===== src/verilog/cop_cfg.svh =====
// Coprocessor result stage configuration for opcode, funct3 codes, credits and memory window
`ifndef COP_CFG_SVH
`define COP_CFG_SVH

// Major opcode of coprocessor instructions (custom-1)
`define COP_OPCODE 7'b0101011

// funct3 selects the instruction class
`define COP_F3_ALU 3'd0
`define COP_F3_LW  3'd1
`define COP_F3_SW  3'd2
`define COP_F3_LH  3'd3
`define COP_F3_SH  3'd4

// Result queue depth, equal to the number of issue credits
`define COP_CREDITS 4

// Inclusive bounds of the legal data address window
`define COP_MEM_LO 32'h0000_1000
`define COP_MEM_HI 32'h0000_FFFF

`endif


===== src/verilog/cop_pkg.sv =====
// Coprocessor result stage types for result codes, instruction classes and vector widths
`include "cop_cfg.svh"

package cop_pkg;

    // Instruction words, rs1 values and effective addresses
    typedef logic [31:0] cop_word_t;

    // Register file address
    typedef logic [4:0] cop_reg_t;

    // Counter wide enough to hold the full credit count
    typedef logic [$clog2(`COP_CREDITS + 1)-1:0] cop_credit_t;

    // Result codes reported for every retired instruction
    // Encoding 7 is not a legal code
    typedef enum logic [2:0] {
        SUCCESS = 3'd0,
        ABORT   = 3'd1,
        BAD_INS = 3'd2,
        BAD_LAD = 3'd3,
        BAD_SAD = 3'd4,
        LD_ERR  = 3'd5,
        ST_ERR  = 3'd6
    } cop_result_e;

    // Instruction class from the decoder
    typedef enum logic [2:0] {
        ALU  = 3'd0,
        LW   = 3'd1,
        SW   = 3'd2,
        LH   = 3'd3,
        SH   = 3'd4,
        NONE = 3'd7
    } cop_class_e;

endpackage


===== src/verilog/cop_verdict_if.sv =====
// Stage-1 verdict bundle from the decoder and address checker to the result selector
`timescale 1ns/1ns

interface cop_verdict_if import cop_pkg::*; ();

    // Decoder fields
    logic       valid;
    cop_class_e ins_class;
    cop_reg_t   rd;
    logic       invalid;

    // Address checker fields
    logic       misaligned;
    logic       out_of_window;

    modport decode (
        output valid,
        output ins_class,
        output rd,
        output invalid
    );

    modport addr (
        output misaligned,
        output out_of_window
    );

    modport sel (
        input valid,
        input ins_class,
        input rd,
        input invalid,
        input misaligned,
        input out_of_window
    );

endinterface


===== src/verilog/cop_decode.sv =====
// Instruction decoder that classifies each issued word and flags invalid encodings
`timescale 1ns/1ns
`include "cop_cfg.svh"

module cop_decode import cop_pkg::*; (
    input  logic            vtx_clk,
    input  logic            arst_n,
    input  logic            issue_valid,
    input  cop_word_t       issue_instr,
    cop_verdict_if.decode   vd
);

    logic [6:0] opcode;
    logic [2:0] funct3;
    logic       dec_invalid;
    cop_class_e dec_class;

    assign opcode = issue_instr[6:0];
    assign funct3 = issue_instr[14:12];

    always_comb begin
        dec_invalid = 1'b0;
        dec_class   = NONE;
        if (opcode != `COP_OPCODE) begin
            dec_invalid = 1'b1;
        end else begin
            case (funct3)
                `COP_F3_ALU: dec_class = ALU;
                `COP_F3_LW:  dec_class = LW;
                `COP_F3_SW:  dec_class = SW;
                `COP_F3_LH:  dec_class = LH;
                `COP_F3_SH:  dec_class = SH;
                // Reserved funct3 values 5 to 7
                default:     dec_invalid = 1'b1;
            endcase
        end
    end

    // One verdict per issue, valid for a single cycle
    always_ff @(posedge vtx_clk or negedge arst_n) begin
        if (!arst_n) begin
            vd.valid <= 1'b0;
        end else begin
            vd.valid <= issue_valid;
        end
    end

    // Verdict payload only loads on an issue
    always_ff @(posedge vtx_clk) begin
        if (issue_valid) begin
            vd.ins_class <= dec_class;
            vd.rd        <= issue_instr[11:7];
            vd.invalid   <= dec_invalid;
        end
    end

    // A valid verdict carries a known class, rd and invalid flag
    assert property (@(posedge vtx_clk) disable iff (!arst_n)
        vd.valid |-> !$isunknown({vd.ins_class, vd.rd, vd.invalid}))
        else $error("decoder verdict has unknown fields");

endmodule


===== src/verilog/cop_addr_check.sv =====
// Address checker that forms rs1 plus immediate and flags alignment and window faults
`timescale 1ns/1ns
`include "cop_cfg.svh"

module cop_addr_check import cop_pkg::*; (
    input  logic          vtx_clk,
    input  logic          arst_n,
    input  logic          issue_valid,
    input  cop_word_t     issue_instr,
    input  cop_word_t     issue_rs1,
    cop_verdict_if.addr   vd
);

    logic [2:0] funct3;
    cop_word_t  imm;
    cop_word_t  eff_addr;
    logic       acc_word;
    logic       acc_half;
    logic       misaligned;
    logic       out_of_window;

    assign funct3 = issue_instr[14:12];

    // Sign-extended 12-bit immediate from bits 31:20
    assign imm      = {{20{issue_instr[31]}}, issue_instr[31:20]};
    assign eff_addr = issue_rs1 + imm;

    // Access width straight from funct3, opcode validity is left to the selector
    assign acc_word = (funct3 == `COP_F3_LW) || (funct3 == `COP_F3_SW);
    assign acc_half = (funct3 == `COP_F3_LH) || (funct3 == `COP_F3_SH);

    assign misaligned = (acc_word && (eff_addr[1:0] != 2'b00)) ||
                        (acc_half && eff_addr[0]);

    assign out_of_window = (acc_word || acc_half) &&
                           ((eff_addr < `COP_MEM_LO) || (eff_addr > `COP_MEM_HI));

    // Registered on the same edge as the decoder verdict
    always_ff @(posedge vtx_clk or negedge arst_n) begin
        if (!arst_n) begin
            vd.misaligned    <= 1'b0;
            vd.out_of_window <= 1'b0;
        end else if (issue_valid) begin
            vd.misaligned    <= misaligned;
            vd.out_of_window <= out_of_window;
        end
    end

endmodule


===== src/verilog/cop_result_sel.sv =====
// Result selector that merges both verdicts into a code and queues it for the consumer
`timescale 1ns/1ns
`include "cop_cfg.svh"

module cop_result_sel import cop_pkg::*; (
    input  logic          vtx_clk,
    input  logic          arst_n,
    cop_verdict_if.sel    vd,
    output logic          result_valid,
    input  logic          result_ready,
    output cop_result_e   result_code,
    output cop_reg_t      result_waddr,
    output logic          result_wen,
    output logic          issue_credit
);

    localparam int DEPTH = `COP_CREDITS;
    localparam int PTR_W = (DEPTH > 1) ? $clog2(DEPTH) : 1;

    cop_result_e      code;
    logic             wen;
    logic             is_load;
    logic             push;
    logic             pop;
    logic             full;
    cop_credit_t      count;
    logic [PTR_W-1:0] wr_ptr;
    logic [PTR_W-1:0] rd_ptr;

    cop_result_e      q_code  [DEPTH];
    cop_reg_t         q_waddr [DEPTH];
    logic             q_wen   [DEPTH];

    assign is_load = (vd.ins_class == LW) || (vd.ins_class == LH);

    // Priority is invalid, then misaligned, then window
    always_comb begin
        code = SUCCESS;
        if (vd.invalid) begin
            code = BAD_INS;
        end else if (vd.ins_class != ALU) begin
            if (vd.misaligned) begin
                code = is_load ? BAD_LAD : BAD_SAD;
            end else if (vd.out_of_window) begin
                code = is_load ? LD_ERR : ST_ERR;
            end
        end
    end

    // Register writeback only for successful ALU and load instructions
    assign wen = (code == SUCCESS) && ((vd.ins_class == ALU) || is_load);

    assign push = vd.valid;
    assign pop  = result_valid && result_ready;
    assign full = (count == cop_credit_t'(DEPTH));

    always_ff @(posedge vtx_clk or negedge arst_n) begin
        if (!arst_n) begin
            count        <= '0;
            wr_ptr       <= '0;
            rd_ptr       <= '0;
            issue_credit <= 1'b0;
        end else begin
            issue_credit <= pop;
            if (push) begin
                wr_ptr <= (wr_ptr == PTR_W'(DEPTH - 1)) ? '0 : wr_ptr + 1'b1;
            end
            if (pop) begin
                rd_ptr <= (rd_ptr == PTR_W'(DEPTH - 1)) ? '0 : rd_ptr + 1'b1;
            end
            case ({push, pop})
                2'b10:   count <= count + cop_credit_t'(1);
                2'b01:   count <= count - cop_credit_t'(1);
                default: count <= count;
            endcase
        end
    end

    always_ff @(posedge vtx_clk) begin
        if (push) begin
            q_code[wr_ptr]  <= code;
            q_waddr[wr_ptr] <= vd.rd;
            q_wen[wr_ptr]   <= wen;
        end
    end

    assign result_valid = (count != '0);
    assign result_code  = q_code[rd_ptr];
    assign result_waddr = q_waddr[rd_ptr];
    assign result_wen   = q_wen[rd_ptr];

    // Credit accounting by the issuer keeps the queue from overflowing
    assert property (@(posedge vtx_clk) disable iff (!arst_n) push |-> !full)
        else $error("verdict pushed into a full result queue");

    assert property (@(posedge vtx_clk) disable iff (!arst_n)
        result_valid |-> !$isunknown(result_code))
        else $error("unknown result code at the head of the queue");

endmodule


===== src/verilog/cop_retire_checks.sv =====
// Retirement checker that guards result encodings and holds a sticky violation flag
`timescale 1ns/1ns

module cop_retire_checks import cop_pkg::*; (
    input  logic         vtx_clk,
    input  logic         arst_n,
    input  logic         result_valid,
    input  logic         result_ready,
    input  cop_result_e  result_code,
    input  logic         result_wen,
    output logic         check_fail
);

    logic        retire;
    logic        stalled;
    cop_result_e held_code;
    logic        held_wen;
    logic        bad_code;
    logic        bad_wen;
    logic        bad_hold;

    assign retire = result_valid && result_ready;

    // ABORT is legal in general but nothing in this stage produces it
    assign bad_code = retire && ((result_code == ABORT) || (result_code == 3'd7));
    assign bad_wen  = retire && result_wen && (result_code != SUCCESS);

    // A stalled result must stay on the port unchanged
    assign bad_hold = stalled &&
                      (!result_valid || (result_code != held_code) || (result_wen != held_wen));

    always_ff @(posedge vtx_clk or negedge arst_n) begin
        if (!arst_n) begin
            stalled    <= 1'b0;
            check_fail <= 1'b0;
        end else begin
            stalled <= result_valid && !result_ready;
            if (bad_code || bad_wen || bad_hold) begin
                check_fail <= 1'b1;
            end
        end
    end

    always_ff @(posedge vtx_clk) begin
        held_code <= result_code;
        held_wen  <= result_wen;
    end

    assert property (@(posedge vtx_clk) disable iff (!arst_n)
        retire |-> (result_code != ABORT) && (result_code != 3'd7))
        else $error("illegal result code retired");

    assert property (@(posedge vtx_clk) disable iff (!arst_n)
        retire && result_wen |-> (result_code == SUCCESS))
        else $error("register write on a failed instruction");

    assert property (@(posedge vtx_clk) disable iff (!arst_n)
        result_valid && !result_ready |=> result_valid && $stable(result_code)
                                          && $stable(result_wen))
        else $error("result changed while stalled");

endmodule


===== src/verilog/cop_top.sv =====
// Coprocessor instruction result stage top level with credit issue and valid/ready results
`timescale 1ns/1ns

module cop_top import cop_pkg::*; (
    input  logic         vtx_clk,
    input  logic         arst_n,
    input  logic         issue_valid,
    input  cop_word_t    issue_instr,
    input  cop_word_t    issue_rs1,
    output logic         issue_credit,
    output logic         result_valid,
    input  logic         result_ready,
    output cop_result_e  result_code,
    output cop_reg_t     result_waddr,
    output logic         result_wen,
    output logic         check_fail
);

    // Shared verdict of both stage-1 blocks
    cop_verdict_if i_vd ();

    cop_decode i_decode (
        .vtx_clk     (vtx_clk),
        .arst_n      (arst_n),
        .issue_valid (issue_valid),
        .issue_instr (issue_instr),
        .vd          (i_vd.decode)
    );

    cop_addr_check i_addr_check (
        .vtx_clk     (vtx_clk),
        .arst_n      (arst_n),
        .issue_valid (issue_valid),
        .issue_instr (issue_instr),
        .issue_rs1   (issue_rs1),
        .vd          (i_vd.addr)
    );

    cop_result_sel i_result_sel (
        .vtx_clk      (vtx_clk),
        .arst_n       (arst_n),
        .vd           (i_vd.sel),
        .result_valid (result_valid),
        .result_ready (result_ready),
        .result_code  (result_code),
        .result_waddr (result_waddr),
        .result_wen   (result_wen),
        .issue_credit (issue_credit)
    );

    cop_retire_checks i_retire_checks (
        .vtx_clk      (vtx_clk),
        .arst_n       (arst_n),
        .result_valid (result_valid),
        .result_ready (result_ready),
        .result_code  (result_code),
        .result_wen   (result_wen),
        .check_fail   (check_fail)
    );

endmodule


===== config.mk =====
export PLATFORM = sky130hd
export DESIGN_NAME = cop_top
export DESIGN_NICKNAME = d
export VERILOG_FILES = /design/src/verilog/cop_pkg.sv /design/src/verilog/cop_verdict_if.sv /design/src/verilog/cop_decode.sv /design/src/verilog/cop_addr_check.sv /design/src/verilog/cop_result_sel.sv /design/src/verilog/cop_retire_checks.sv /design/src/verilog/cop_top.sv
export VERILOG_INCLUDE_DIRS = /design/src /design/src/verilog
export SDC_FILE = /design/constraint.sdc
export NUM_CORES = 1
export LEC_CHECK = 0
export BUFFER_PORTS_ARGS = -buffer_cell sky130_fd_sc_hd__buf_2
export CAP_MARGIN = 0
export CORE_MARGIN = 3
export CORE_UTILIZATION = 58
export CTS_BUF_LIST = sky130_fd_sc_hd__clkbuf_8
export CTS_CLUSTER_DIAMETER = 200
export DETAILED_ROUTE_END_ITERATION = 7
export GPL_ROUTABILITY_DRIVEN = 0
export PLACE_DENSITY = 0.88
export SYNTH_ARGS = -nofsm -noshare
export SYNTH_HDL_FRONTEND = slang
export SYNTH_SLANG_ARGS = --single-unit
export TNS_END_PERCENT = 100

===== constraint.sdc =====
create_clock -name vtx_clk -period 2.65 [get_ports vtx_clk]
set_clock_uncertainty 0.05 [all_clocks]
set_input_delay 0.53 -clock vtx_clk [delete_from_list [all_inputs] [get_ports vtx_clk]]
set_output_delay 0.53 -clock vtx_clk [all_outputs]
set_load 0.01 [all_outputs]

==> impl_metrics.ini, run 1 <==
[outcome]
status = finished, violations left
failed_checks = negative setup slack

[die]
initial_core_util = 0.6133
fp.dieW_um = 91.69
dieArea_mm2 = 0.008407
io_pins = 80
fp-row-count = 30
coreArea_mm2 = 0.006944
die_h_um = 91.69

[place]
dp_hpwl_mm = 9.272
placed_cells = 656
io_buffers = 74

[timing]
worst_pin_slew_ps = 879.9
slew_viol_final = 0
fin_worst_hold_slack_ps = 21.27
timing_hold_violations_final = 0
min_period_ps = 3270
timing.slew.headroom = 0.4052
rsz0062_at_grt = true
fin_crit_sh = 1.234
postLayoutSetupSlackWorst_ps = -619.6
finalSetupViolCount = 1
fmax_mhz = 305.9

[critical_path]
critPathCaptureType = flip-flop
critical_path.max_fanout = 3
rr_worst_depth = 9
worst-path-stages = 13
arrival_ps = 3430
crit_family = compound AO/OA/AOI/OAI gates
startpoint_type = input pin
slowest_delay_ps = 430
critical-path-slowest-cell = or4_4
criticalPathCategory = in2reg
crit_buf_inv = 2
worstPathRequired_ps = 2810
crit_chain = buf_8 > ha_4 > inv_2 > fa_2 > nor2b_4 > o2111ai_4 > a211oi_4 > o41ai_4 > o31ai_4 > mux2_4 > or4_4 > nor4_4 > a31oi_1

[power]
intPower_w = 0.002553
p_seq_frac = 0.360
clock_power_share = 0.231
pwr-share-comb = 0.409
irDropWorstVdd_mv = 0.3313
leakagePower_nw = 2.468
power_density_mw_per_mm2 = 671.6
switchingPower_w = 0.001391
total_power_w = 0.003943
netSwitchingFraction = 0.3527

[final_layout]
nNetsFinal = 681
area_growth_pct = 37.87
finalNonFillerCells = 676
n_fill_cell = 344
drive_gt1_frac = 0.4041

[synthesis]
avgSynthCellArea_um2 = 10.57
ys_ff_latch = 62
ys_async_sr_fraction = 0.2097
synth_edf_count = 45
ys_seq_area_frac = 0.4125
ys_types = 69
ys_warn_count = 0
synthFlopType = edfxtp_1
syn_nets = 510
synth_area_mm2 = 0.004259
synth_cells = 403

[detailed_routing]
first_pass_iters = 5
via_count = 4284
detail-route-antenna-nets = 0
drt_iter0_markers = 334
viasPerCell = 6.337
wl_per_cell_um = 20.07
drc = 0
routed_wirelength_mm = 13.56

[grt]
grt_max_degree = 14
grt_pass1_vias = 4101
antenna_found_initial = 1
grt_overflow_total = 0
grt_pass1_wl_mm = 19.04
globalRouteTotalUtil = 0.2832

[worst_hold_path]
hold_class = in2async

[clock_tree]
postCtsHoldBufs = 0
clk_latency_ps = 340
clock_sinks = 62
clk_pin_slew_ps = 80
cts_tree = yes
cts_made_buffers = 9
ctsHtreeMaxLevel = 3
cts_buffer_depth = 2
cts_root_buf = clkbuf_8

[run]
drv_cap = 0
synthesized netlist by cell type, drive strengths merged (2+ instances only):
| cell type | number | area, µm² |
|---|---|---|
| a2111oi | 5 | 45.04 |
| a211oi | 5 | 42.54 |
| a21o | 6 | 45.04 |
| a21oi | 33 | 172.7 |
| a31o | 2 | 17.52 |
| a31oi | 8 | 50.05 |
| a41oi | 2 | 17.52 |
| and2 | 6 | 37.54 |
| and3 | 4 | 30.03 |
| buf | 9 | 48.79 |
| dfrtp | 13 | 325.3 |
| dfxtp | 4 | 80.08 |
| edfxtp | 45 | 1351 |
| fa | 2 | 40.04 |
| ha | 37 | 462.9 |
| inv | 19 | 71.32 |
| mux2 | 3 | 37.53 |
| mux2i | 4 | 40.04 |
| mux4 | 9 | 202.7 |
| nand2 | 31 | 116.4 |
| nand2b | 6 | 37.54 |
| nand3 | 7 | 35.03 |
| nand4 | 10 | 62.56 |
| nor2 | 21 | 81.33 |
| nor2b | 8 | 50.05 |
| nor3 | 10 | 50.05 |
| nor4 | 2 | 12.51 |
| nor4b | 3 | 41.29 |
| o2111ai | 3 | 26.28 |
| o211ai | 5 | 37.54 |
| o21a | 6 | 45.04 |
| o21ai | 28 | 140.1 |
| o31a | 2 | 17.52 |
| o31ai | 3 | 27.52 |
| o41ai | 3 | 33.79 |
| or2 | 2 | 12.51 |
| or3 | 3 | 18.77 |
| xnor2 | 11 | 96.34 |
| xor2 | 6 | 52.55 |
cell usage in the layout, fill, tap and decap left out, types with 13 or more instances in the layout:
master	instances
buf_4	96
buf_2	71
edfxtp_1	45
ha_1	32
nand2_1	30
a21oi_1	29
o21ai_0	22
nor2_1	20
inv_1	18
dfrtp_1	13
worst register-to-register path, delay by kind of cell, from the launching register on:
kind            cells  cell delay, ps
flops               1             380
compound gates      4             880
simple gates        5            1450
power by group through the flow:
stage / combinational, W / sequential, W / clock, W
floorplan: 0.000963 / 0.00135 / 0
global placement: 0.00136 / 0.00141 / 0
detailed placement: 0.00146 / 0.00144 / 0
CTS: 0.00151 / 0.00142 / 0.000910
global route: 0.00173 / 0.00144 / 0.000951
finish: 0.00161 / 0.00142 / 0.000911
timing repair:
item / in CTS / in global routing
gates resized for setup: 1 / 41
setup buffers: 0 / 4
endpoints found under the setup margin: 1 / 1
pin swaps: 0 / 14
logic make-up (layout without fill, tap and decap cells):
group,Yosys count,in the layout,synth area share
AO/OA/AOI/OAI,123,123,0.1939
XOR/XNOR,17,17,0.03496
adder cells (fa/ha/maj),39,39,0.1181
buffers and inverters,29,205,0.02908
flip-flops,62,62,0.4125
multiplexers,16,16,0.06580
other,0,1,0
AND/OR/NAND/NOR,117,117,0.1457
per-stage QoR:
step / TNS (ps) / instance area (µm²) / util / worst slack [ps]
finish: -619.6 / 5872 / 0.8456 / -619.6
global route: -743.0 / 5872 / 0.8456 / -743.0
CTS: -420.6 / 5643 / 0.8126 / -420.6
detailed placement: -795.7 / 5419 / 0.7804 / -795.7
global placement: -728.1 / 5419 / 0.7804 / -728.1
floorplan: -510.1 / 4270 / - / -510.1
worst paths after layout:
path                                                                   to                                      start  slack [ps]
min in group vtx_clk                    i_retire_checks.stalled$_DFF_PN0_                               result_ready         300
worst min-delay path               i_addr_check.vd.misaligned$_DFFE_PN0P_                                     arst_n          20
worst max register to register  i_addr_check.vd.out_of_window$_DFFE_PN0P_  i_addr_check.vd.out_of_window$_DFFE_PN0P_        -220
max in group asynchronous                     i_decode.vd.valid$_DFF_PN0_                                     arst_n        2280
worst min register to register     i_retire_checks.check_fail$_DFFE_PN0P_          i_retire_checks.stalled$_DFF_PN0_         410
worst max-delay path            i_addr_check.vd.out_of_window$_DFFE_PN0P_                               issue_rs1[0]        -620
state kept, by name, indices dropped and copies added (netlist names), 2 cells and up:
name / cells
i_decode.vd.rd: 5
i_result_sel.q_code: 12
i_result_sel.rd_ptr: 2
i_result_sel.q_waddr: 20
i_result_sel.q_wen: 4
i_result_sel.wr_ptr: 2
i_result_sel.count: 3
i_retire_checks.held_code: 3
i_decode.vd.ins_class: 3
layout make-up:
cell class	count	area, µm²	area share
multi-input cells	312	2576	0.4387
diodes	1	2.502	0.0004262
clock buffers	9	123.9	0.02110
flip-flops and latches	62	1757	0.2992
well taps	96	120.1	0.02046
clock inverters	7	98.84	0.01683
repair buffers	170	1122	0.1911
inverters	19	71.32	0.01215
layer usage:
layer / vias to the layer above / GRT usage / part of all wire
met4: 0 / 0.1064 / 0.056
met5: - / 0 / 0
li1: 1903 / - / -
met1: 2012 / 0.3247 / 0.34
met3: 86 / 0.03774 / 0.083
met2: 283 / 0.5326 / 0.52
No activity file was read; power rests on OpenSTA's default activity.
==> run 2: changes to the inputs <==
- RECOVER_POWER: default -> 100
==> impl_metrics.ini, run 2 (synthesis results as in run 1) <==
[final_layout]
top_register = i_result_sel.q_waddr
largest_reg_flops = 20
nNetsFinal = 681
final_util = 0.8443
area_growth_pct = 37.66
drive_gt1_frac = 0.3938
reg_top3 = i_result_sel.q_waddr (20), i_result_sel.q_code (12), i_decode.vd.rd (5)
most-common-layout-cells = 94 x buf_4, 67 x buf_2, 45 x edfxtp_1
final_common_cell = buf_4

[die]
fp-row-count = 30
dieArea_mm2 = 0.008407
io_pins = 80
die_h_um = 91.69
coreArea_mm2 = 0.006944
initial_core_util = 0.6133
fp.dieW_um = 91.69

[timing]
slew_viol_final = 0
timing_hold_violations_final = 0
rsz0062_at_grt = true
min_period_ps = 3286
postLayoutSetupSlackWorst_ps = -636.5
fin_worst_hold_slack_ps = 182.7
fin_crit_sh = 1.240
tns_ps = -636.5
fmax_mhz = 304.3
finalSetupViolCount = 1
timing.slew.headroom = 0.4026
worst_pin_slew_ps = 883.7

[critical_path]
arrival_ps = 3440
reg2reg_slack_ps = -190
rr_worst_depth = 9
critical-path-slowest-cell = or4_4
criticalPathCategory = in2reg
critPathCaptureType = flip-flop
r2r-end = i_addr_check.vd.out_of_window$_DFFE_PN0P_
crit_family = compound AO/OA/AOI/OAI gates
critical_path.max_fanout = 3
worstPathRequired_ps = 2810
slowest_delay_ps = 430
crit_buf_inv = 2
r2r-start = i_addr_check.vd.out_of_window$_DFFE_PN0P_
startpoint_type = input pin
crit_chain = buf_8 > ha_4 > inv_2 > fa_2 > nor2b_4 > o2111ai_4 > a211oi_4 > o41ai_4 > o31ai_4 > mux2_4 > or4_4 > nor4_4 > a31oi_1

[outcome]
failed_checks = negative setup slack
status = finished, violations left

[worst_hold_path]
hold_class = in2async

[detailed_routing]
drt-met1-wl_mm = 4.707
wl_per_cell_um = 20.13
maxUsedRoutingLayer = met4
via_count = 4347
viasPerCell = 6.430
drc = 0
detail-route-antenna-nets = 0
drt_iter0_markers = 353
wl_met2_mm = 6.990
first_pass_iters = 5
wl_met3_mm = 1.079
routed_wirelength_mm = 13.61

[power]
leakagePower_nw = 2.451
power_density_mw_per_mm2 = 671.8
irDropWorstVdd_mv = 0.3322

[grt]
grt_overflow_total = 0
grt_pass1_wl_mm = 19.04
grt_pass1_vias = 4101
grt_max_degree = 14
antenna_found_initial = 1
globalRouteTotalUtil = 0.2832

[clock_tree]
postCtsHoldBufs = 0
ctsHtreeMaxLevel = 3
cts_buffer_depth = 2
clk_latency_ps = 340
cts_made_buffers = 9
cts_root_buf = clkbuf_8
clock_sinks = 62
cts_tree = yes
clk_pin_slew_ps = 80

[place]
io_buffers = 74
dp_hpwl_mm = 9.272

[run]
drv_cap = 0
==> run 2: cell types whose count changed in the layout (fill, tap and decap cells not counted) <==
cell | before | now
mux2_1 | 0 | 1
and2_1 | 6 | 2
clkbuf_4 | 0 | 1
mux2_2 | 2 | 1
clkbuf_1 | 0 | 5
buf_4 | 96 | 94
buf_2 | 71 | 67
and2_0 | 0 | 4
==> run 2: report_power, final <==
part / total (W) / switching [W] / internal, W
clock: 0.000910 / 0.000380 / 0.000530
sequential: 0.00142 / 0.000161 / 0.00126
combinational: 0.00161 / 0.000850 / 0.000756
total: 0.00394 / 0.00139 / 0.00255
==> run 2: how the worst max path moves through the flow <==
stage | depth (start not counted) | endpoint | slack [ps] | from
finish | 13 | i_addr_check.vd.out_of_window$_DFFE_PN0P_ | -640 | issue_rs1[0]
global route | 13 | i_addr_check.vd.out_of_window$_DFFE_PN0P_ | -740 | issue_rs1[0]
CTS | 13 | i_addr_check.vd.out_of_window$_DFFE_PN0P_ | -420 | issue_rs1[0]
detailed placement | 11 | i_addr_check.vd.out_of_window$_DFFE_PN0P_ | -800 | issue_instr[31]
global placement | 14 | i_addr_check.vd.out_of_window$_DFFE_PN0P_ | -730 | issue_instr[20]
floorplan | 12 | i_addr_check.vd.out_of_window$_DFFE_PN0P_ | -510 | issue_instr[20]
==> run 2: stage by stage <==
stage                     setup slack [ps]  cells  instance area [µm²]  total power, W
after detailed placement            -795.7    656                 5419        0.002896
final                               -636.5    676                 5863        0.003939
after global routing                -743.0    676                 5863        0.004117
after CTS                           -420.6    672                 5643        0.003838
after floorplan                     -510.1    403                 4270        0.002309
after global placement              -728.1    656                 5419        0.002764
==> run 2: cell type report <==
cell class                 count  area (µm²)
multi-input combinational    312        2576
clock buffer                   9       123.9
inverter                      19       71.32
antenna                        1       2.502
clock inverter                 7       98.84
tap                           96       120.1
fill                         350        1081
timing repair buffer         170        1114
sequential                    62        1757
==> run 2: layer usage <==
metal / global-route usage / vias up
met5: 0 / -
met4: 0.1064 / 0
met3: 0.03774 / 95
met2: 0.5326 / 306
met1: 0.3247 / 2036
li1: - / 1910
==> run 2: timing repair <==
action	in CTS	in global routing
cloned	0	0
endpoints found under the setup margin	1	1
pin swaps	0	14
resized for setup	1	41
setup buffers	0	4
endpoints found under the hold margin	0	0
